--- src/hdl/i2c_params.svh ---
`ifndef I2C_PARAMS_SVH
`define I2C_PARAMS_SVH

// ============================================================
// bus timing
// ============================================================

// divider value and counter width
`define I2C_DIV_WIDTH 16

// divider ticks per bus phase
`define I2C_PHASES 4

// ============================================================
// field widths
// ============================================================

`define I2C_ADDR_WIDTH 7 // 7-bit device address
`define I2C_BYTE_WIDTH 8 // register address, data and bus byte

`endif

--- src/hdl/i2c_pkg.sv ---
`include "i2c_params.svh"

package i2c_pkg;

    // ============================================================
    // bus phase requested from the bit engine
    // ============================================================
    typedef enum logic [2:0] {
        CMD_START,
        CMD_RESTART,
        CMD_STOP,
        CMD_WRITE_BIT,
        CMD_READ_BIT
    } i2c_cmd_e;

    // ============================================================
    // transaction states of the sequencer
    // ============================================================
    typedef enum logic [3:0] {
        IDLE,
        START,
        DEV_W,   // address + write
        REG,     // register address
        RESTART,
        DEV_R,   // address + read
        WDATA,
        RDATA,   // read byte, then nack
        ACK,
        STOP
    } i2c_txn_state_e;

    // first byte after a start, shifted raw or read as fields
    typedef union packed {
        logic [`I2C_BYTE_WIDTH-1:0] raw;
        struct packed {
            logic [`I2C_ADDR_WIDTH-1:0] dev_addr;
            logic                       rw; // 1 = read
        } f;
    } i2c_addr_byte_u;

endpackage

--- src/hdl/i2c_bit_engine.sv ---
`timescale 1ns/1ps
`include "i2c_params.svh"

module i2c_bit_engine
    import i2c_pkg::*;
(
    input  logic     i_clk,
    input  logic     i_rst,
    input  logic     i_tick,
    input  logic     i_cmd_valid,
    input  i2c_cmd_e i_cmd,
    input  logic     i_tx_bit,
    input  logic     i_scl_in,
    input  logic     i_sda_in,
    output logic     o_done,
    output logic     o_rx_bit,
    output logic     o_scl_low,
    output logic     o_sda_low
);

    localparam int PH_W = $clog2(`I2C_PHASES);

    logic            active;
    logic [PH_W-1:0] phase;
    i2c_cmd_e        cmd_q;

    logic is_start;
    assign is_start = (cmd_q == CMD_START) || (cmd_q == CMD_RESTART);

    // ============================================================
    // phase sequencing
    // ============================================================
    // accept:  SDA is set up while SCL is still low
    // phase 0: release SCL
    // phase 1: wait for SCL high, repeats while a slave stretches
    // phase 2: sample SDA and pull SCL low, or move SDA for start / stop
    // phase 3: finish, a start also pulls SCL low here
    always_ff @(posedge i_clk) begin
        if (i_rst) begin
            active    <= 1'b0;
            phase     <= '0;
            cmd_q     <= CMD_START;
            o_done    <= 1'b0;
            o_rx_bit  <= 1'b0;
            o_scl_low <= 1'b0;
            o_sda_low <= 1'b0;
        end else begin
            o_done <= 1'b0;

            if (!active) begin
                if (i_cmd_valid) begin
                    active <= 1'b1;
                    phase  <= '0;
                    cmd_q  <= i_cmd;
                    case (i_cmd)
                        CMD_WRITE_BIT: o_sda_low <= ~i_tx_bit;
                        CMD_STOP:      o_sda_low <= 1'b1; // low before SCL rises
                        default:       o_sda_low <= 1'b0; // start, restart, read
                    endcase
                end
            end else if (i_tick) begin
                case (phase)
                    0: begin
                        o_scl_low <= 1'b0;
                        phase     <= phase + 1'b1;
                    end

                    1: begin
                        if (i_scl_in) begin
                            phase <= phase + 1'b1;
                        end
                    end

                    2: begin
                        case (cmd_q)
                            CMD_START, CMD_RESTART: begin
                                o_sda_low <= 1'b1; // start condition
                            end
                            CMD_STOP: begin
                                o_sda_low <= 1'b0; // stop condition
                            end
                            default: begin
                                o_rx_bit  <= i_sda_in;
                                o_scl_low <= 1'b1;
                            end
                        endcase
                        phase <= phase + 1'b1;
                    end

                    default: begin
                        if (is_start) begin
                            o_scl_low <= 1'b1;
                        end
                        active <= 1'b0;
                        phase  <= '0;
                        o_done <= 1'b1;
                    end
                endcase
            end
        end
    end

    // after an aborted transfer SCL stays low until the next start

endmodule

--- config.mk ---
export PLATFORM = sky130hd
export DESIGN_NAME = i2c_bit_engine
export DESIGN_NICKNAME = d
export VERILOG_FILES = /design/src/hdl/i2c_pkg.sv /design/src/hdl/i2c_bit_engine.sv
export VERILOG_INCLUDE_DIRS = /design/src /design/src/hdl
export SDC_FILE = /design/constraint.sdc
export NUM_CORES = 1
export LEC_CHECK = 0
export BUFFER_PORTS_ARGS = -buffer_cell sky130_fd_sc_hd__clkbuf_2
export CORE_AREA = 2 2 39 41
export DETAILED_ROUTE_END_ITERATION = 8
export DIE_AREA = 0 0 41 43
export PLACE_DENSITY = 0.63
export SYNTH_ARGS = -nofsm -noshare
export SYNTH_HDL_FRONTEND = slang
export SYNTH_SLANG_ARGS = --single-unit
--- constraint.sdc ---
create_clock -name i_clk -period 1.3 [get_ports i_clk]
set_input_delay 0.13 -clock i_clk [delete_from_list [all_inputs] [get_ports i_clk]]
set_output_delay 0.13 -clock i_clk [all_outputs]
set_load 0.03 [all_outputs]
==> run metrics <==
count of buffers inserted at the top-level ports 13; start point of the worst min-delay path i_sda_in; routed length per instance 10.91 µm; endpoints failing setup 0; core occupancy in the finished layout between 50% and 60%; cell area after layout 726.9 µm²; via-per-instance ratio roughly 4.9; Remaining DRCs 0; slack of the worst reg-to-reg path 0.03 ns; Clock Root Buffer clkbuf_4; most frequently used flop master after synthesis dfxtp_1; fraction of post-synthesis cell area in the top cell type by area 36.95%; worst hold path stage count 3; area growth from synthesis to final layout 34.18%; horizontal extent of the die 41 µm; Syn Nets 74; end point of the most critical hold path o_rx_bit; number of violations of the max-capacitance limit 0; clock sinks 10; slew at the pin closest to its max-slew limit 0.3188 ns; top cells by count, synth 11 x nor2_1, 10 x dfxtp_1, 5 x nand2_1; clock latency on the worst-skew pair 0.26 ns; number of antenna violations at the first check in global routing 0; register clock-pin slew on the reported worst setup and hold paths 0.06 ns; vias in the first global route around 450; number of antenna-violating nets in the routed design 0; die boundary height 43 µm; layout cell share with drive strength beyond 1 between 40 and 50%; Worst Reg-to-Reg Cells 4; outcome completed; final total power 0.6549 mW; number of DRC violations after detailed-routing iteration 0 2; ant diodes 0; worst reg2reg path endpoint o_scl_low; instance count of the mapped netlist 60; H-tree Lvls 1; share of synthesized flip-flops with an asynchronous set or reset 0%; unrepaired setup endpoints after global routing yes; worst hold slack 0.08855 ns; worst reg2reg path startpoint phase[1]; average cell area after synthesis 9.030 µm²; Final period util a little over nine tenths; dominant cells by area after synthesis dfxtp_1 37%, ha_1 9.2%, nor2_1 7.6%; post-synthesis sequential area ratio 36.95%; Detailed Routing Iterations Pass 1 2; Worst Slack Setup Final 0.03393 ns; final hold violation count 0; data arrival time at the worst-slack endpoint 1.41 ns; maximum count of clock buffers along a single path 2; class of the tightest hold or removal check input pin to flop; min cycle time layout ~1.3 ns; Lkg Pwr 0.3115 nW; Cell Pwr Density 900.9 nW/µm²; Slew Limit Headroom 78.65%; dpl hpwl 766 µm; remaining global-route overflow 0; post-synthesis instance area around 540 µm²; final standard cell count with taps included and fillers excluded 96; routed wire length 1047 µm; series of cell instances along the critical path buf_6 -> ha_4 -> a211oi_2 -> mux2_4; flip-flop and latch count after synthesis 10; Layout Skew 0.003989 ns; routability cong. 0.7831; Worst Path Required 1.45 ns; Critical Path Source Type flop; vias after detailed routing between 400 and 500; CORE AREA 1384 µm²; Total Routing Usage GR 16.53%; Die Footprint 1763 µm²; most frequently used cell type in the post-synthesis netlist nor2_1; CTS tree yes; Site Rows 14; endpoint kind of the worst setup timing path flop; count of flip-flops with a built-in enable after synthesis 0; effective utilization at floorplan 39.15%; largest net degree at the start of global routing 12; worst-path fanout max 4; Max rail drop VDD 0.4793 mV; max frequency roughly 790 MHz; CTS buffer count 3; biggest area consumer among synthesized cells dfxtp_1; standard cell area after detailed placement 650.6 µm²; first-pass GRT wire length 1835 µm; critical path type flop to flop; Unique masters post-synth 23; number of warnings reported in the yosys synthesis log 0; pins over their slew limit 0; pre-CTS setup slack -0.03141 ns; number of nets in the layout 96; Inst Count DP 91; accumulated negative setup slack 0 ns; CP max stage cell dfxtp_4; Ports 14; longest individual stage delay on the worst path 0.34 ns
power by group:
group / internal (mW) / switching [mW] / total, mW
clock: 0.107 / 0.0974 / 0.204
combinational: 0.0574 / 0.0601 / 0.117
sequential: 0.318 / 0.0152 / 0.334
critical path, delay by kind of cell, from the launching register on:
family                   cells  cell delay (ns)
adder cells (fa/ha/maj)      1             0.17
multiplexers                 1             0.32
flip-flops                   1             0.34
AO/OA/AOI/OAI                1             0.21
buffers and inverters        1             0.12
routing by layer:
layer	wire length, µm	global-route usage, %	share of wire [%]	vias to the layer above
met3	71	9.424	6.8	4
met4	34	12.00	3.2	0
met2	459	21.88	44	10
met5	0	0	0	-
li1	-	-	-	246
met1	481	18.89	46	206
final cells by class:
type / instances / area [µm²]
timing repair buffer: 20 / 121.4
tap: 16 / 20.02
fill: 137 / 656.9
multi-input combinational: 43 / 342.8
clock buffer: 3 / 22.52
inverter: 4 / 15.01
sequential: 10 / 205.2
cells by family after synthesis:
family	count (synthesis)	share of synthesized area, %
AO/OA/AOI/OAI	12	17.09
adder cells (fa/ha/maj)	4	9.238
buffers and inverters	7	7.619
flip-flops	10	36.95
multiplexers	5	9.469
AND/OR/NAND/NOR	22	19.63
worst max path at each step:
stage	start	end	slack [ns]	cells after the start
global route	phase[1]	phase[1]	-0.02	6
CTS	phase[1]	phase[0]	-0.01	6
floorplan	phase[0]	o_scl_low	0.01	5
global placement	phase[1]	phase[0]	-0.01	6
detailed placement	phase[1]	phase[0]	-0.03	6
finish	phase[1]	o_scl_low	0.03	4
cell usage in the layout (no fill, tap or decap), drive strengths merged:
cell type / Yosys / final
mux2: 1 / 1
inv: 4 / 4
a21oi: 5 / 5
a311o: 1 / 1
nor2: 11 / 11
mux2i: 4 / 4
buf: 2 / 7
a41oi: 1 / 1
nand2: 5 / 5
a211oi: 1 / 1
o211ai: 2 / 2
ha: 4 / 4
nor3: 1 / 1
dfxtp: 10 / 10
o21ai: 1 / 1
nor2b: 2 / 2
a31oi: 1 / 1
clkbuf: 1 / 16
and4b: 1 / 1
or3: 1 / 1
nand3: 1 / 1
flip-flops by register name, summed over array words and instances, names as in the netlist:
name / flops
active: 1
o_rx_bit: 1
o_sda_low: 1
o_scl_low: 1
o_done: 1
phase: 2
cmd_q: 3
timing repair:
| action | CTS | global route |
|---|---|---|
| setup buffers | 2 | 0 |
| hold buffers | 0 | 0 |
| pin swaps | 3 | 6 |
| endpoints found under the setup margin | 3 | 4 |
| resized for setup | 6 | 5 |
Power figures use the tool's default switching activity.
