<file path="src/hdl/i2c_params.svh">
`ifndef I2C_PARAMS_SVH
`define I2C_PARAMS_SVH

// ============================================================
// bus timing
// ============================================================

// divider value and counter width
`define I2C_DIV_WIDTH 16

// divider ticks per bus phase
`define I2C_PHASES 4

// ============================================================
// field widths
// ============================================================

`define I2C_ADDR_WIDTH 7 // 7-bit device address
`define I2C_BYTE_WIDTH 8 // register address, data and bus byte

`endif

</file>
<file path="src/hdl/i2c_pkg.sv">
`include "i2c_params.svh"

package i2c_pkg;

    // ============================================================
    // bus phase requested from the bit engine
    // ============================================================
    typedef enum logic [2:0] {
        CMD_START,
        CMD_RESTART,
        CMD_STOP,
        CMD_WRITE_BIT,
        CMD_READ_BIT
    } i2c_cmd_e;

    // ============================================================
    // transaction states of the sequencer
    // ============================================================
    typedef enum logic [3:0] {
        IDLE,
        START,
        DEV_W,   // address + write
        REG,     // register address
        RESTART,
        DEV_R,   // address + read
        WDATA,
        RDATA,   // read byte, then nack
        ACK,
        STOP
    } i2c_txn_state_e;

    // first byte after a start, shifted raw or read as fields
    typedef union packed {
        logic [`I2C_BYTE_WIDTH-1:0] raw;
        struct packed {
            logic [`I2C_ADDR_WIDTH-1:0] dev_addr;
            logic                       rw; // 1 = read
        } f;
    } i2c_addr_byte_u;

endpackage

</file>
<file path="src/hdl/i2c_txn_sequencer.sv">
`timescale 1ns/1ps
`include "i2c_params.svh"

module i2c_txn_sequencer
    import i2c_pkg::*;
(
    input  logic                       i_clk,
    input  logic                       i_rst,
    input  logic                       i_tick,
    input  logic                       i_enable,
    input  logic                       i_rw,
    input  logic [`I2C_ADDR_WIDTH-1:0] i_device_addr,
    input  logic [`I2C_BYTE_WIDTH-1:0] i_reg_addr,
    input  logic [`I2C_BYTE_WIDTH-1:0] i_mosi_data,
    input  logic                       i_done,
    input  logic                       i_rx_bit,
    output logic                       o_cmd_valid,
    output i2c_cmd_e                   o_cmd,
    output logic                       o_tx_bit,
    output logic [`I2C_BYTE_WIDTH-1:0] o_miso_data,
    output logic                       o_busy
);

    localparam int BW    = `I2C_BYTE_WIDTH;
    localparam int CNT_W = $clog2(BW + 1);

    i2c_txn_state_e state;
    i2c_txn_state_e after_ack; // where a good ack leads
    i2c_addr_byte_u addr_byte;

    logic [BW-1:0]    reg_q;
    logic [BW-1:0]    data_q;
    logic             rw_q;
    logic [BW-1:0]    shift;
    logic [CNT_W-1:0] bit_cnt;
    logic             pending; // command in flight

    i2c_cmd_e next_cmd;
    logic     next_tx;

    // ============================================================
    // command for the current state
    // ============================================================
    always_comb begin
        next_cmd = CMD_WRITE_BIT;
        next_tx  = shift[BW-1]; // msb first
        case (state)
            START:   next_cmd = CMD_START;
            RESTART: next_cmd = CMD_RESTART;
            STOP:    next_cmd = CMD_STOP;
            ACK:     next_cmd = CMD_READ_BIT;
            RDATA: begin
                if (bit_cnt == CNT_W'(BW)) begin
                    next_tx = 1'b1; // nack after the only byte
                end else begin
                    next_cmd = CMD_READ_BIT;
                end
            end
            default: ;
        endcase
    end

    // ============================================================
    // transaction FSM
    // ============================================================
    always_ff @(posedge i_clk) begin
        if (i_rst) begin
            state       <= IDLE;
            after_ack   <= IDLE;
            pending     <= 1'b0;
            bit_cnt     <= '0;
            o_cmd_valid <= 1'b0;
            o_cmd       <= CMD_START;
            o_tx_bit    <= 1'b1;
            o_miso_data <= '0;
            o_busy      <= 1'b0;
        end else begin
            o_cmd_valid <= 1'b0;

            if (state == IDLE) begin
                if (i_tick && i_enable) begin
                    addr_byte.f.dev_addr <= i_device_addr;
                    addr_byte.f.rw       <= 1'b0;
                    reg_q                <= i_reg_addr;
                    data_q               <= i_mosi_data;
                    rw_q                 <= i_rw;
                    o_busy               <= 1'b1;
                    state                <= START;
                end
            end else if (!pending) begin
                o_cmd_valid <= 1'b1;
                o_cmd       <= next_cmd;
                o_tx_bit    <= next_tx;
                pending     <= 1'b1;
            end else if (i_done) begin
                pending <= 1'b0;
                case (state)
                    START, RESTART: begin
                        shift   <= addr_byte.raw;
                        bit_cnt <= '0;
                        state   <= (state == START) ? DEV_W : DEV_R;
                    end

                    DEV_W, REG, DEV_R, WDATA: begin
                        shift <= shift << 1;
                        if (bit_cnt == CNT_W'(BW - 1)) begin
                            bit_cnt <= '0;
                            state   <= ACK;
                            case (state)
                                DEV_W: after_ack <= REG;
                                REG: begin
                                    after_ack      <= rw_q ? RESTART : WDATA;
                                    addr_byte.f.rw <= rw_q;
                                end
                                DEV_R:   after_ack <= RDATA;
                                default: after_ack <= STOP;
                            endcase
                        end else begin
                            bit_cnt <= bit_cnt + 1'b1;
                        end
                    end

                    ACK: begin
                        if (i_rx_bit) begin // no ack, abort without stop
                            state  <= IDLE;
                            o_busy <= 1'b0;
                        end else begin
                            state <= after_ack;
                            case (after_ack)
                                REG:     shift <= reg_q;
                                WDATA:   shift <= data_q;
                                default: ;
                            endcase
                        end
                    end

                    RDATA: begin
                        if (bit_cnt == CNT_W'(BW)) begin
                            bit_cnt <= '0;
                            state   <= STOP;
                        end else begin
                            o_miso_data <= {o_miso_data[BW-2:0], i_rx_bit};
                            bit_cnt     <= bit_cnt + 1'b1;
                        end
                    end

                    default: begin // STOP
                        state  <= IDLE;
                        o_busy <= 1'b0;
                    end
                endcase
            end
        end
    end

endmodule

</file>
<file path="config.mk">
export PLATFORM = sky130hd
export DESIGN_NAME = i2c_txn_sequencer
export DESIGN_NICKNAME = d
export VERILOG_FILES = /design/src/hdl/i2c_pkg.sv /design/src/hdl/i2c_txn_sequencer.sv
export VERILOG_INCLUDE_DIRS = /design/src /design/src/hdl
export SDC_FILE = /design/constraint.sdc
export NUM_CORES = 1
export LEC_CHECK = 0
export BUFFER_PORTS_ARGS = -buffer_cell sky130_fd_sc_hd__buf_2
export CELL_PAD_IN_SITES_DETAIL_PLACEMENT = 0
export CELL_PAD_IN_SITES_GLOBAL_PLACEMENT = 1
export CORE_MARGIN = 10
export CORE_UTILIZATION = 45
export DETAILED_ROUTE_END_ITERATION = 8
export GPL_ROUTABILITY_DRIVEN = 0
export PLACE_DENSITY = 0.78
export SLEW_MARGIN = 0
export SYNTH_ARGS = -nofsm -noshare
export SYNTH_HDL_FRONTEND = slang
export SYNTH_SLANG_ARGS = --single-unit
</file>
<file path="constraint.sdc">
create_clock -name i_clk -period 3.8 [get_ports i_clk]
set_input_delay 0.76 -clock i_clk [delete_from_list [all_inputs] [get_ports i_clk]]
set_output_delay 0.76 -clock i_clk [all_outputs]
set_load 0.02 [all_outputs]
</file>
==> impl_metrics.tcl <==
set metrics [dict create \
    start_util_pct 45.8 \
    status "completed" \
    gr-total-overflow 0 \
    setup_ws_ns 1.36 \
    antennaDiodeCount 0 \
    tightest_slew_ns 1.14 \
    met2_length_microns 2630 \
    finalSetupViolations 0 \
    ys.flop_type "edfxtp_1" \
    crit_fanout 24 \
    syn_inst 238 \
    rsz0062_at_grt "false" \
    max_freq_mhz 411 \
    ant_nets 0 \
    grtUsageTotal_pct 12.6 \
    root_buffer "clkbuf_8" \
    p_leak_uw 0.00109 \
    num_rows 28 \
    dieArea_sq_um 9440 \
    fin_skew_ns 0.0101 \
    grt_pass1_wl_microns 9780 \
    ctsHoldBuffers 0 \
    critical_path.max_stage_delay_ns 0.88 \
    drt_pass1_iterations 4 \
    met3WireLength_microns 335 \
    synth_edf_count 33 \
    ioPinCount 44 \
    die_x_microns 97.2 \
    slowest_stage "nor2_2" \
    seq_area_frac_synth_pct 57.1 \
    num_vias 1971 \
    routed.top_layer "met4" \
    coreArea_sq_um 5850 \
    grt_start_max_net_pins 35 \
    first_iter_violations 217 \
    fin_crit_sh_pct 64.1 \
    startpoint_type "flip-flop" \
    ys_ff_latch 60 \
    drive_above_1_share_pct 24.1 \
    grt_pass1_vias 2026 \
    drv_cap 0 \
    cts_buffer_depth 2 \
    finish.utilization_pct 53.9 \
    synth-warning-count 0 \
    cp.arrival_ns 2.38 \
    crit_path_cell_trace "nor4_1 > nand3_1 > nor2_2" \
    wl_microns 5820 \
    post-place-ws_ns 1.35 \
    hold_violations 0 \
    crit_buf_inv 0 \
    drc_errors 0 \
    tns_ns 0 \
    wl_met1_microns 2770 \
    cts_setup_buffers 0 \
    detail_route.wl_per_cell_microns 16.1 \
    synth_fp_nets 270 \
    slew_headroom_pct 24.0 \
    end_kind "flip-flop" \
    clkTransAtPathRegs_ns 0.06 \
    synth_area_sq_um 2680 \
    hp-class "reg2reg" \
    area_delta_synth_final_pct 17.7 \
    clk_latency_ns 0.33 \
    ir_drop_mv 0.287 \
    antenna_found_initial 0 \
    slew_violations 0 \
    cts_max_level 3 \
    die_h_microns 97.2 \
    vias_per_cell 5.46 \
    portBuffers 43 \
    final_cell_mix "buf_2 (43), edfxtp_1 (33), dfxtp_1 (27)" \
    worstPathRequired_ns 3.74 \
    finalCriticalPeriod_ns 2.44 \
    dp_hpwl_microns 4010 \
    fill_cells 501 \
    synthDistinctLibCells 50 \
    numCtsBuffers 9 \
    crit_type "reg2reg" \
    avgSynthCellArea_sq_um 11.3 \
    cts_tree "yes" \
    cts_resized 0 \
    pwr_density_cell_nw_per_um2 447 \
    final_nets 313 \
    cts.sinks 60 \
    async_reset_ff_share_pct 0 \
    cp_top_family "simple AND/OR/NAND/NOR gates" \
    final_common_cell "buf_2" \
]
-- cells by family (layout without fill, tap and decap cells) --
kind of cell / after synthesis / after routing / synth area share, %
fa+ha+maj: 2 / 2 / 0.934
xor+xnor: 2 / 2 / 0.654
compound gates: 57 / 57 / 14.7
simple gates: 76 / 76 / 15.7
mux: 20 / 20 / 7.56
buf+inv: 21 / 69 / 3.31
flops: 60 / 60 / 57.1
-- worst paths after layout --
| kind | startpoint | endpoint | slack, ns | cells past startpoint |
|---|---|---|---|---|
| hold / removal | o_busy$_SDFFE_PP0P_ | o_busy$_SDFFE_PP0P_ | 0.49 | 2 |
| setup reg to reg | state[2]$_SDFFE_PP0P_ | addr_byte[4]$_DFFE_PP_ | 1.36 | 3 |
| hold reg to reg | o_busy$_SDFFE_PP0P_ | o_busy$_SDFFE_PP0P_ | 0.49 | 2 |
| setup / recovery | state[2]$_SDFFE_PP0P_ | addr_byte[4]$_DFFE_PP_ | 1.36 | 3 |
-- where the power goes --
part           internal, uW  leakage, uW  switching [uW]
clock network           302    0.0000862             255
logic                  49.9     0.000487            75.2
registers               710     0.000520            18.5
total                  1060      0.00109             349
-- cells in the mapped netlist (4+ instances only) --
cell | count | share of area (%)
nor3_1 | 6 | 1.1
buf_2 | 5 | 0.93
o21ai_0 | 7 | 1.3
a21oi_1 | 20 | 3.7
nor2_1 | 26 | 3.6
mux2i_1 | 18 | 6.7
a221o_1 | 7 | 2.6
nor4_1 | 4 | 0.93
dfxtp_1 | 27 | 20
inv_1 | 6 | 0.84
clkbuf_1 | 7 | 0.98
nand3b_1 | 4 | 1.1
nand2_1 | 9 | 1.3
edfxtp_1 | 33 | 37
or3_1 | 4 | 0.93
-- final cells by class --
type | count | area [sq um] | share of cell area (%)
Sequential cell | 60 | 1530 | 48.6
Multi-Input combinational cell | 157 | 1070 | 33.9
Timing Repair Buffer | 47 | 245 | 7.77
Clock buffer | 10 | 128 | 4.05
Tap cell | 75 | 93.8 | 2.98
Clock inverter | 6 | 65.1 | 2.06
Inverter | 6 | 22.5 | 0.714
-- metal layers --
layer	vias to the layer above	global-route usage [%]
li1	992	-
met1	915	15.9
met2	58	18.4
met3	6	4.05
met4	0	7.15
met5	-	0
-- state kept, by name, indices dropped and copies added (netlist names) --
| register | cells |
|---|---|
| state | 4 |
| reg_q | 8 |
| o_tx_bit | 1 |
| o_miso_data | 8 |
| shift | 8 |
| data_q | 8 |
| o_cmd | 3 |
| bit_cnt | 4 |
| addr_byte | 8 |
| rw_q | 1 |
| o_cmd_valid | 1 |
| o_busy | 1 |
| pending | 1 |
| after_ack | 4 |
-- worst min-delay path: stages, from the launching register on --
cell,delay [ns]
dfxtp_1,0.31
o31ai_1,0.07
a21oi_1,0.07
-- stage by stage --
step | cell area, sq um | std cells | hold slack (ns) | total power [uW]
floorplan | 2680 | 238 | 0.461 | 821
global placement | 2960 | 345 | 0.485 | 869
detailed placement | 2960 | 345 | 0.487 | 869
CTS | 3150 | 361 | 0.497 | 1430
global route | 3150 | 361 | 0.530 | 1470
finish | 3150 | 361 | 0.495 | 1410
Note: power is estimated with default switching activity, not from simulation.
