File: src/hdl/i2c_params.svh
`ifndef I2C_PARAMS_SVH
`define I2C_PARAMS_SVH

// ============================================================
// bus timing
// ============================================================

// divider value and counter width
`define I2C_DIV_WIDTH 16

// divider ticks per bus phase
`define I2C_PHASES 4

// ============================================================
// field widths
// ============================================================

`define I2C_ADDR_WIDTH 7 // 7-bit device address
`define I2C_BYTE_WIDTH 8 // register address, data and bus byte

`endif

File: src/hdl/i2c_tick_gen.sv
`timescale 1ns/1ps
`include "i2c_params.svh"

module i2c_tick_gen (
    input  logic                      i_clk,
    input  logic                      i_rst,
    input  logic [`I2C_DIV_WIDTH-1:0] i_divider,
    output logic                      o_tick
);

    logic [`I2C_DIV_WIDTH-1:0] count;

    // >= so a divider lowered on the fly still wraps at once
    assign o_tick = (count >= i_divider);

    always_ff @(posedge i_clk) begin
        if (i_rst) begin
            count <= '0;
        end else if (o_tick) begin
            count <= '0;
        end else begin
            count <= count + 1'b1;
        end
    end

endmodule

File: config.mk
export PLATFORM = sky130hd
export DESIGN_NAME = i2c_tick_gen
export DESIGN_NICKNAME = d
export VERILOG_FILES = /design/src/hdl/i2c_tick_gen.sv
export VERILOG_INCLUDE_DIRS = /design/src /design/src/hdl
export SDC_FILE = /design/constraint.sdc
export NUM_CORES = 1
export LEC_CHECK = 0
export BUFFER_PORTS_ARGS = -buffer_cell sky130_fd_sc_hd__buf_4
export CAP_MARGIN = 40
export CORE_MARGIN = 2
export CORE_UTILIZATION = 45
export CTS_CLUSTER_SIZE = 40
export DETAILED_ROUTE_END_ITERATION = 12
export PLACE_DENSITY = 0.72
export SLEW_MARGIN = 20
export SYNTH_ARGS = -nofsm -noshare
export SYNTH_HDL_FRONTEND = slang
export SYNTH_SLANG_ARGS = --single-unit
File: constraint.sdc
create_clock -name i_clk -period 4.8 [get_ports i_clk]
set_input_delay 0.96 -clock i_clk [delete_from_list [all_inputs] [get_ports i_clk]]
set_output_delay 0.96 -clock i_clk [all_outputs]
set_load 0.01 [all_outputs]
==> results of run 1 <==
critical path, delay by kind of cell:
| family | cells | cell delay, ps |
|---|---|---|
| AOI/OAI and AO/OA | 2 | 580 |
| and+or+nand+nor | 2 | 510 |
| buffers and inverters | 3 | 480 |
| adders and majority gates | 1 | 270 |
path summary, 6_finish.rpt:
check / cells past startpoint / endpoint / from
worst min-delay path: 2 / count[15]$_SDFF_PP0_ / count[15]$_SDFF_PP0_
worst max-delay path: 8 / o_tick / i_divider[0]
worst min register to register: 2 / count[15]$_SDFF_PP0_ / count[15]$_SDFF_PP0_
worst max register to register: 6 / count[11]$_SDFF_PP0_ / count[9]$_SDFF_PP0_
kinds of logic after synthesis:
group / Yosys count
compound gates: 21
simple gates: 56
buf+inv: 21
xor+xnor: 10
fa+ha+maj: 17
flops: 16
where the power goes:
group          internal, mW  leakage, nW  switching, mW
logic                0.0208        0.507         0.0170
registers             0.135        0.129        0.00257
clock network        0.0462       0.0210         0.0409
routing by layer:
| layer | wire [um] | up-vias | GRT usage | part of all wire |
|---|---|---|---|---|
| li1 | - | 563 | - | - |
| met1 | 1160 | 512 | 0.238 | 0.43 |
| met2 | 1350 | 42 | 0.322 | 0.49 |
| met3 | 184 | 4 | 0.0204 | 0.068 |
| met4 | 27 | 0 | 0.0698 | 0.0099 |
| met5 | 0 | - | 0 | 0 |
cells in the final DEF (no fill, tap or decap), types with 2 or more instances in the layout:
cell      instances
buf_4            20
inv_1            18
ha_1             17
dfxtp_1          16
nor4_1           11
xnor2_1           8
nor3_1            7
nand3_1           6
nand2_1           6
nor4_2            6
o21ai_0           5
or3_1             5
a21oi_1           4
nor3_2            4
nand2b_1          3
o21a_1            3
nand4_1           3
clkbuf_4          3
a21o_1            2
xor2_1            2
metrics by stage:
step / util / hold WS [ps]
after floorplan: - / 519
after global placement: 0.528 / 541
after detailed placement: 0.528 / 549
after CTS: 0.542 / 562
after global routing: 0.542 / 598
final: 0.542 / 560
area by class of cell:
class / count / area (um2) / share of cell area
multi-input cells: 104 / 855 / 0.582
flip-flops and latches: 16 / 320 / 0.218
repair buffers: 20 / 150 / 0.102
inverters: 18 / 67.6 / 0.0460
well taps: 31 / 38.8 / 0.0264
clock buffers: 4 / 36.3 / 0.0247
==> impl_metrics.py, run 1 <==
metrics = {
    "placed_design": {
        "dp_cells": 189,
        "port-buffer-count": 18,
        "place_congestion": 0.809,
        "placed_area_um2": 1430,
        "place_ws_ps": 1000,
        "hpwl_um": 2130,
    },
    "timing": {
        "post-route-min-period_ps": 3770,
        "tns_ps": 0,
        "slew_viol_final": 0,
        "final.period_utilization": 0.785,
        "worst_pin_slew_ps": 422,
        "max_freq_mhz": 266,
        "max-slew-margin-rel": 0.718,
        "setup_viol": 0,
        "final_hold_viol_count": 0,
        "rsz0062_at_grt": "false",
        "final.setup.worst_slack_ps": 1030,
        "fin_worst_skew_ps": 0.538,
    },
    "run_status": {
        "status": "finished clean",
    },
    "clock_network": {
        "cts.sink_count": 16,
        "worstSkewPairLatency_ps": 280,
        "cts_setup_buffers": 0,
        "clk_pin_slew_ps": 90,
        "cts-buffers-inserted": 3,
        "postCtsHoldBufs": 0,
        "tritoncts": "done",
        "cts_resized": 0,
        "clockBufferDepth": 2,
        "cts_root_buf": "clkbuf_4",
        "htreeDepth": 1,
    },
    "finish": {
        "layout-drive-gt1-share": 0.253,
        "nNetsFinal": 198,
        "stdcell_count": 193,
        "reg_top3": "count: 16 flops",
        "largest_reg_flops": 16,
        "final_area_um2": 1470,
        "n_fill_cell": 253,
        "top_register": "count",
        "syn_to_final_growth_pct": 16.1,
        "diodes": 0,
    },
    "die": {
        "ios": 19,
        "row_count": 19,
        "dieHeight_um": 57.0,
        "coreArea_um2": 2710,
        "start_util": 0.466,
        "die_width_um": 57.0,
        "dieArea_um2": 3250,
    },
    "yosys": {
        "synth_top_area_frac": 0.253,
        "yosysTopAreaCell": "dfxtp_1",
        "synthMuxAreaShare": 0,
        "synth-compound-area-share": 0.128,
        "synth_area_leaders": "dfxtp_1 (25%), ha_1 (17%), nor4_2 (5.9%), xnor2_1 (5.5%), nor4_1 (5.4%)",
        "synth_seq_area_share": 0.253,
        "synth-xor-area-share": 0.0693,
        "yosys_warnings": 0,
        "ys_ff_latch": 16,
        "syn_area_per_cell_um2": 8.96,
        "synth_edf_count": 0,
        "synthArstFlopShare": 0,
        "synth_nets": 176,
        "ys_top_cells_by_count": "inv_1 (18), ha_1 (17), dfxtp_1 (16), nor4_1 (11), xnor2_1 (8)",
        "synth_top_family_by_area": "simple AND/OR/NAND/NOR gates",
        "yosysMostFrequentCell": "inv_1",
        "synthDistinctLibCells": 33,
        "mappedNetlistArea_um2": 1260,
        "synth_cells": 141,
        "synthAdderAreaFrac": 0.168,
        "synth-simple-area-share": 0.311,
        "ys.flop_type": "dfxtp_1",
    },
    "setup_path": {
        "rrSetupSlack_ps": 2770,
        "crit_type": "input pin to primary output",
        "setup.worst_path.end_class": "primary output",
        "cp_slowest_stage_delay_ps": 480,
        "crit_arrival_ps": 2810,
        "worst_path_most_repeated_cell": "buf_4",
        "required_ps": 3840,
        "setup.worst_path.start_class": "input pin",
        "path_cells": "buf_4, ha_1, nand2b_1, a2111oi_2, o31ai_4, buf_4, or3_1, buf_4",
        "crit_fanout": 17,
        "critical-path-slowest-cell": "a2111oi_2",
    },
    "global_route": {
        "grt_max_degree": 18,
        "grt_pass1_vias": 1110,
        "grt_usage": 0.186,
        "grt_antenna_before_repair": 0,
        "grt_pass1_wl_um": 4800,
        "grt_remaining_overflow": 0,
    },
    "detailed_routing": {
        "wl_per_cell_um": 14.1,
        "drt-pass1-iter-count": 4,
        "drtIter0Drc": 48,
        "vias_per_cell": 5.81,
        "post-route-drc-count": 0,
        "postRouteAntennaNets": 0,
        "routed_wl_um": 2720,
        "num_vias": 1121,
    },
    "pwr": {
        "p_per_area_nw_per_um2": 179,
        "max-vdd-ir-drop_uv": 144,
        "p_leak_nw": 0.657,
        "p_total_uw": 262,
    },
    "job": {
        "max-cap-violations": 0,
    },
    "hold_path": {
        "hold_path.class": "flip-flop to flip-flop",
    },
}
(Power assumes the default switching activity.)
==> run 2: changes to the inputs <==
==> constraint.sdc (replaced) <==
create_clock -name i_clk -period 3.6 [get_ports i_clk]
set_input_delay 0.72 -clock i_clk [delete_from_list [all_inputs] [get_ports i_clk]]
set_output_delay 0.72 -clock i_clk [all_outputs]
set_load 0.01 [all_outputs]
==> run 2 against run 1 <==
Net effect: sequential share of layout area unchanged; die area unchanged; design area unchanged; global-route usage up 0.17 points; critical path depth down 1; register-to-register slack worse by 1200 ps; cell count unchanged; clock skew up 4.5 ps; combinational power up 34%; clock power up 39%; sequential power up 34%; first-iteration DRC count down 63%; critical path type unchanged; critical endpoint unchanged; largest cell class unchanged; largest power group unchanged.
==> impl_metrics.py, run 2 (same netlist as run 1, synthesis figures left out) <==
metrics = {
    "clock_network": {
        "cts_root_buf": "clkbuf_4",
        "cts-buffers-inserted": 3,
        "cts_resized": 0,
        "cts_setup_buffers": 0,
        "clockBufferDepth": 2,
        "clk_pin_slew_ps": 100,
        "postCtsHoldBufs": 0,
        "htreeDepth": 1,
        "tritoncts": "done",
        "cts.sink_count": 16,
        "worstSkewPairLatency_ps": 290,
    },
    "timing": {
        "whs_ps": 564,
        "post-route-min-period_ps": 3080,
        "final.setup.worst_slack_ps": 520,
        "slew_viol_final": 0,
        "worst_pin_slew_ps": 437,
        "max_freq_mhz": 325,
        "tns_ps": 0,
        "max-slew-margin-rel": 0.709,
        "setup_viol": 0,
        "final.period_utilization": 0.856,
        "final_hold_viol_count": 0,
        "rsz0062_at_grt": "false",
        "fin_worst_skew_ps": 5.00,
    },
    "die": {
        "row_count": 19,
        "die_width_um": 57.0,
        "dieArea_um2": 3250,
        "dieHeight_um": 57.0,
        "coreArea_um2": 2710,
        "start_util": 0.466,
        "ios": 19,
    },
    "finish": {
        "layout-drive-gt1-share": 0.253,
        "syn_to_final_growth_pct": 16.1,
        "mostFrequentLayoutCells": "buf_4 (20), inv_1 (18), ha_1 (17)",
        "n_fill_cell": 267,
        "reg_top3": "count: 16 flops",
        "nNetsFinal": 198,
        "largest_reg_flops": 16,
        "diodes": 0,
        "final_common_cell": "buf_4",
        "top_register": "count",
        "multi_input_area_um2": 855,
        "ff_latch_area_um2": 320,
    },
    "detailed_routing": {
        "routed_wl_um": 2810,
        "post-route-drc-count": 0,
        "num_vias": 1124,
        "drtIter0Drc": 18,
        "vias_per_cell": 5.82,
        "postRouteAntennaNets": 0,
        "wl_per_cell_um": 14.6,
        "drt-pass1-iter-count": 4,
    },
    "placed_design": {
        "place_ws_ps": 497,
        "place_congestion": 0.815,
        "port-buffer-count": 18,
        "hpwl_um": 2230,
    },
    "setup_path": {
        "required_ps": 2880,
        "worst-path-buf-inv": 2,
        "path_cells": "buf_4, ha_1, nand2b_1, a2111oi_2, o31ai_4, or3_1, buf_4",
        "critical-path-slowest-cell": "a2111oi_2",
        "crit_family": "compound AO/OA/AOI/OAI gates",
        "cp_slowest_stage_delay_ps": 480,
        "crit_fanout": 2,
        "crit_arrival_ps": 2360,
        "crit_type": "input pin to primary output",
        "setup.worst_path.end_class": "primary output",
        "setup.worst_path.start_class": "input pin",
        "worst_path_most_repeated_cell": "buf_4",
    },
    "global_route": {
        "grt_max_degree": 17,
        "grt_pass1_vias": 1161,
        "grt_remaining_overflow": 0,
        "grt_pass1_wl_um": 4820,
        "grt_usage": 0.188,
        "grt_antenna_before_repair": 0,
    },
    "pwr": {
        "p_total_uw": 355,
        "max-vdd-ir-drop_uv": 271,
        "p_leak_nw": 0.657,
        "p_per_area_nw_per_um2": 242,
    },
    "job": {
        "max-cap-violations": 0,
    },
    "hold_path": {
        "hold_path.class": "flip-flop to flip-flop",
    },
    "run_status": {
        "status": "finished clean",
    },
}
run 2: path summary, 6_finish.rpt:
kind                        start                    to  slack [ps]  cells after the start
max                  i_divider[0]                o_tick         520                      7
min          count[15]$_SDFF_PP0_  count[15]$_SDFF_PP0_         560                      2
max reg2reg   count[9]$_SDFF_PP0_  count[15]$_SDFF_PP0_        1540                      6
min reg2reg  count[15]$_SDFF_PP0_  count[15]$_SDFF_PP0_         560                      2
run 2: area by class of cell:
class,instances,area share
clock buffers,4,0.0247
inverters,18,0.0460
multi-input cells,104,0.582
flip-flops and latches,16,0.218
well taps,31,0.0264
repair buffers,20,0.102
run 2: through the flow:
stage,cells,instance area (um2),utilization
floorplan,141,1260,-
global placement,189,1430,0.528
detailed placement,189,1430,0.528
CTS,193,1470,0.542
global route,193,1470,0.542
finish,193,1470,0.542
run 2: layer usage:
layer | GRT usage | part of all wire
met5 | 0 | 0
met4 | 0.0664 | 0.014
met3 | 0.0363 | 0.048
met2 | 0.346 | 0.51
met1 | 0.214 | 0.43
run 2: power by group:
group / internal [mW] / switching [mW]
logic: 0.0279 / 0.0228
clock network: 0.0615 / 0.0594
registers: 0.180 / 0.00347
total: 0.269 / 0.0857
run 2: worst min-delay path: stages, from the launching register on:
cell,delay (ps)
dfxtp_1,340
xnor2_1,150
nor4_1,40
==> run 3: changes to the inputs <==
--- a/config.mk
+++ b/config.mk
@@ -6,13 +6,14 @@
 export SDC_FILE = /design/constraint.sdc
 export NUM_CORES = 1
 export LEC_CHECK = 0
+export ABC_AREA = 1
 export BUFFER_PORTS_ARGS = -buffer_cell sky130_fd_sc_hd__buf_4
 export CAP_MARGIN = 40
 export CORE_MARGIN = 2
 export CORE_UTILIZATION = 45
 export CTS_CLUSTER_SIZE = 40
 export DETAILED_ROUTE_END_ITERATION = 12
-export PLACE_DENSITY = 0.72
+export PLACE_DENSITY = 0.73
 export SLEW_MARGIN = 20
 export SYNTH_ARGS = -nofsm -noshare
 export SYNTH_HDL_FRONTEND = slang
==> run 3 against run 2 <==
Net effect: setup slack better by 550 ps; design area down 6.1%; largest cell class unchanged; synthesized area is 6.5% lower.
==> impl_metrics.py, run 3 <==
metrics = {
    "clock_network": {
        "cts_setup_buffers": 0,
        "tritoncts": "done",
        "worstSkewPairLatency_ps": 280,
        "cts_resized": 0,
        "cts.sink_count": 16,
        "cts-buffers-inserted": 3,
        "clockBufferDepth": 2,
        "clk_pin_slew_ps": 90,
        "postCtsHoldBufs": 0,
        "cts_root_buf": "clkbuf_4",
        "htreeDepth": 1,
    },
    "setup_path": {
        "crit_family": "simple AND/OR/NAND/NOR gates",
        "r2r-start": "count[0]$_SDFF_PP0_",
        "setup.worst_path.start_class": "input pin",
        "cp_slowest_stage_delay_ps": 290,
        "worst-path-buf-inv": 3,
        "rrSetupSlack_ps": 1940,
        "critical-path-slowest-cell": "ha_1",
        "crit_arrival_ps": 1810,
        "crit_type": "input pin to primary output",
        "path_cells": "buf_4, inv_1, ha_1, nand2_1, nor2_1, nor2_1, nand2_1, nand2_1, nand2_1, nand2_2, nand2_1, buf_4",
        "reg2reg_to": "count[10]$_SDFF_PP0_",
        "crit_fanout": 2,
        "reg2reg_depth": 11,
        "required_ps": 2880,
        "setup.worst_path.end_class": "primary output",
        "worst_path_most_repeated_cell": "nand2_1",
    },
    "die": {
        "dieArea_um2": 3050,
        "row_count": 18,
        "start_util": 0.477,
        "dieHeight_um": 55.2,
        "ios": 19,
        "die_width_um": 55.2,
        "coreArea_um2": 2480,
    },
    "finish": {
        "nNetsFinal": 219,
        "final_util": 0.557,
        "diodes": 0,
        "mostFrequentLayoutCells": "inv_1 (31), nand2_1 (30), nor2_1 (20)",
        "layout-drive-gt1-share": 0.219,
        "reg_top3": "count: 16 flops",
        "syn_to_final_growth_pct": 16.7,
        "largest_reg_flops": 16,
        "final_common_cell": "inv_1",
        "top_register": "count",
    },
    "global_route": {
        "grt_max_degree": 17,
        "grt_pass1_vias": 1002,
        "grt_pass1_wl_um": 3730,
        "grt_antenna_before_repair": 0,
        "grt_remaining_overflow": 0,
        "grt_usage": 0.147,
    },
    "pwr": {
        "p_leak_nw": 0.679,
        "p_total_uw": 348,
        "p_clk_frac": 0.334,
        "max-vdd-ir-drop_uv": 205,
        "intPower_uw": 267,
        "power.share.switching": 0.233,
        "p_per_area_nw_per_um2": 252,
        "pwr-share-seq": 0.528,
        "p_sw_uw": 80.9,
        "p_comb_frac": 0.138,
    },
    "hold_path": {
        "hold_end": "count[0]$_SDFF_PP0_",
        "hold_path.class": "flip-flop to flip-flop",
        "holdPathStages": 1,
        "hold_start": "count[0]$_SDFF_PP0_",
    },
    "timing": {
        "worst_pin_slew_ps": 276,
        "max_freq_mhz": 395,
        "post-route-min-period_ps": 2530,
        "setup_viol": 0,
        "rsz0062_at_grt": "false",
        "final_hold_viol_count": 0,
        "tns_ps": 0,
        "max-slew-margin-rel": 0.816,
        "fin_worst_skew_ps": 4.52,
        "slew_viol_final": 0,
        "final.period_utilization": 0.702,
    },
    "run_status": {
        "status": "finished clean",
    },
    "placed_design": {
        "hpwl_um": 1670,
        "port-buffer-count": 18,
        "place_congestion": 0.826,
    },
    "yosys": {
        "synth_cells": 162,
        "syn_area_per_cell_um2": 7.29,
        "ys_top_cells_by_count": "inv_1 (31), nand2_1 (30), nor2_1 (20), ha_1 (17), dfxtp_1 (16)",
        "yosysTopAreaCell": "dfxtp_1",
        "yosysMostFrequentCell": "inv_1",
        "synth_nets": 197,
        "yosys_warnings": 0,
        "ys_ff_latch": 16,
        "synth_area_leaders": "dfxtp_1 (27%), ha_1 (18%), inv_1 (9.9%), nand2_1 (9.5%), nor2_1 (6.4%)",
        "synth_seq_area_share": 0.271,
        "synth_top_area_frac": 0.271,
        "ys.flop_type": "dfxtp_1",
        "synthDistinctLibCells": 21,
        "synth_edf_count": 0,
        "synthArstFlopShare": 0,
        "mappedNetlistArea_um2": 1180,
    },
    "detailed_routing": {
        "wl_per_cell_um": 9.46,
        "post-route-drc-count": 0,
        "routed_wl_um": 2020,
        "vias_per_cell": 4.76,
        "drtIter0Drc": 8,
        "num_vias": 1014,
        "postRouteAntennaNets": 0,
        "drt-pass1-iter-count": 4,
    },
    "job": {
        "max-cap-violations": 0,
    },
}
[run 3: cell types whose count changed after synthesis, sizes merged, moves of 3 or more]
cell    change
nor2       +32
nand2      +24
nor4       -17
inv        +15
nor3       -11
or3         -5
xor2        +5
a21o        -3
nand2b      -3
o21ai       -3
[run 3: how the worst max path moves through the flow]
stage	start	endpoint	cells after the start
3_5_place_dp	i_divider[3]	o_tick	12
2_1_floorplan	i_divider[15]	o_tick	6
4_1_cts	i_divider[3]	o_tick	12
5_1_grt	i_divider[3]	o_tick	12
6_report	i_divider[3]	o_tick	12
3_3_place_gp	i_divider[3]	o_tick	12
[run 3: logic make-up after synthesis]
| family | count (synthesis) | share of synthesized area |
|---|---|---|
| compound gates | 9 | 0.0402 |
| xor+xnor | 13 | 0.0964 |
| fa+ha+maj | 17 | 0.180 |
| buf+inv | 34 | 0.114 |
| flops | 16 | 0.271 |
| simple gates | 73 | 0.298 |
[run 3: layer usage]
layer,GRT usage,up-vias,routed length [um]
met5,0,-,0
met4,0.0418,0,15
met3,0.0445,4,85
met2,0.270,22,1050
met1,0.162,447,860
li1,-,541,-
[run 3: layout make-up]
class,instances,area (um2)
fill,244,1100
multi-input combinational,112,726
sequential,16,320
timing repair buffer,18,135
inverter,33,124
tap,30,37.5
clock buffer,4,36.3
[run 3: through the flow]
stage	cells	hold slack (ps)	setup WS [ps]	instance area, um2
2_1_floorplan	162	468	1350	1180
3_3_place_gp	209	484	1090	1340
3_5_place_dp	209	484	1050	1340
4_1_cts	213	511	1050	1380
5_1_grt	213	538	932	1380
6_report	213	502	1070	1380
[run 3: power by group through the flow]
| stage | Combinational [mW] | Clock, mW | Sequential (mW) |
|---|---|---|---|
| detailed placement | 0.0487 | 0 | 0.188 |
| floorplan | 0.0303 | 0 | 0.187 |
| global placement | 0.0462 | 0 | 0.188 |
| CTS | 0.0489 | 0.120 | 0.184 |
| global route | 0.0571 | 0.128 | 0.184 |
| finish | 0.0479 | 0.116 | 0.184 |
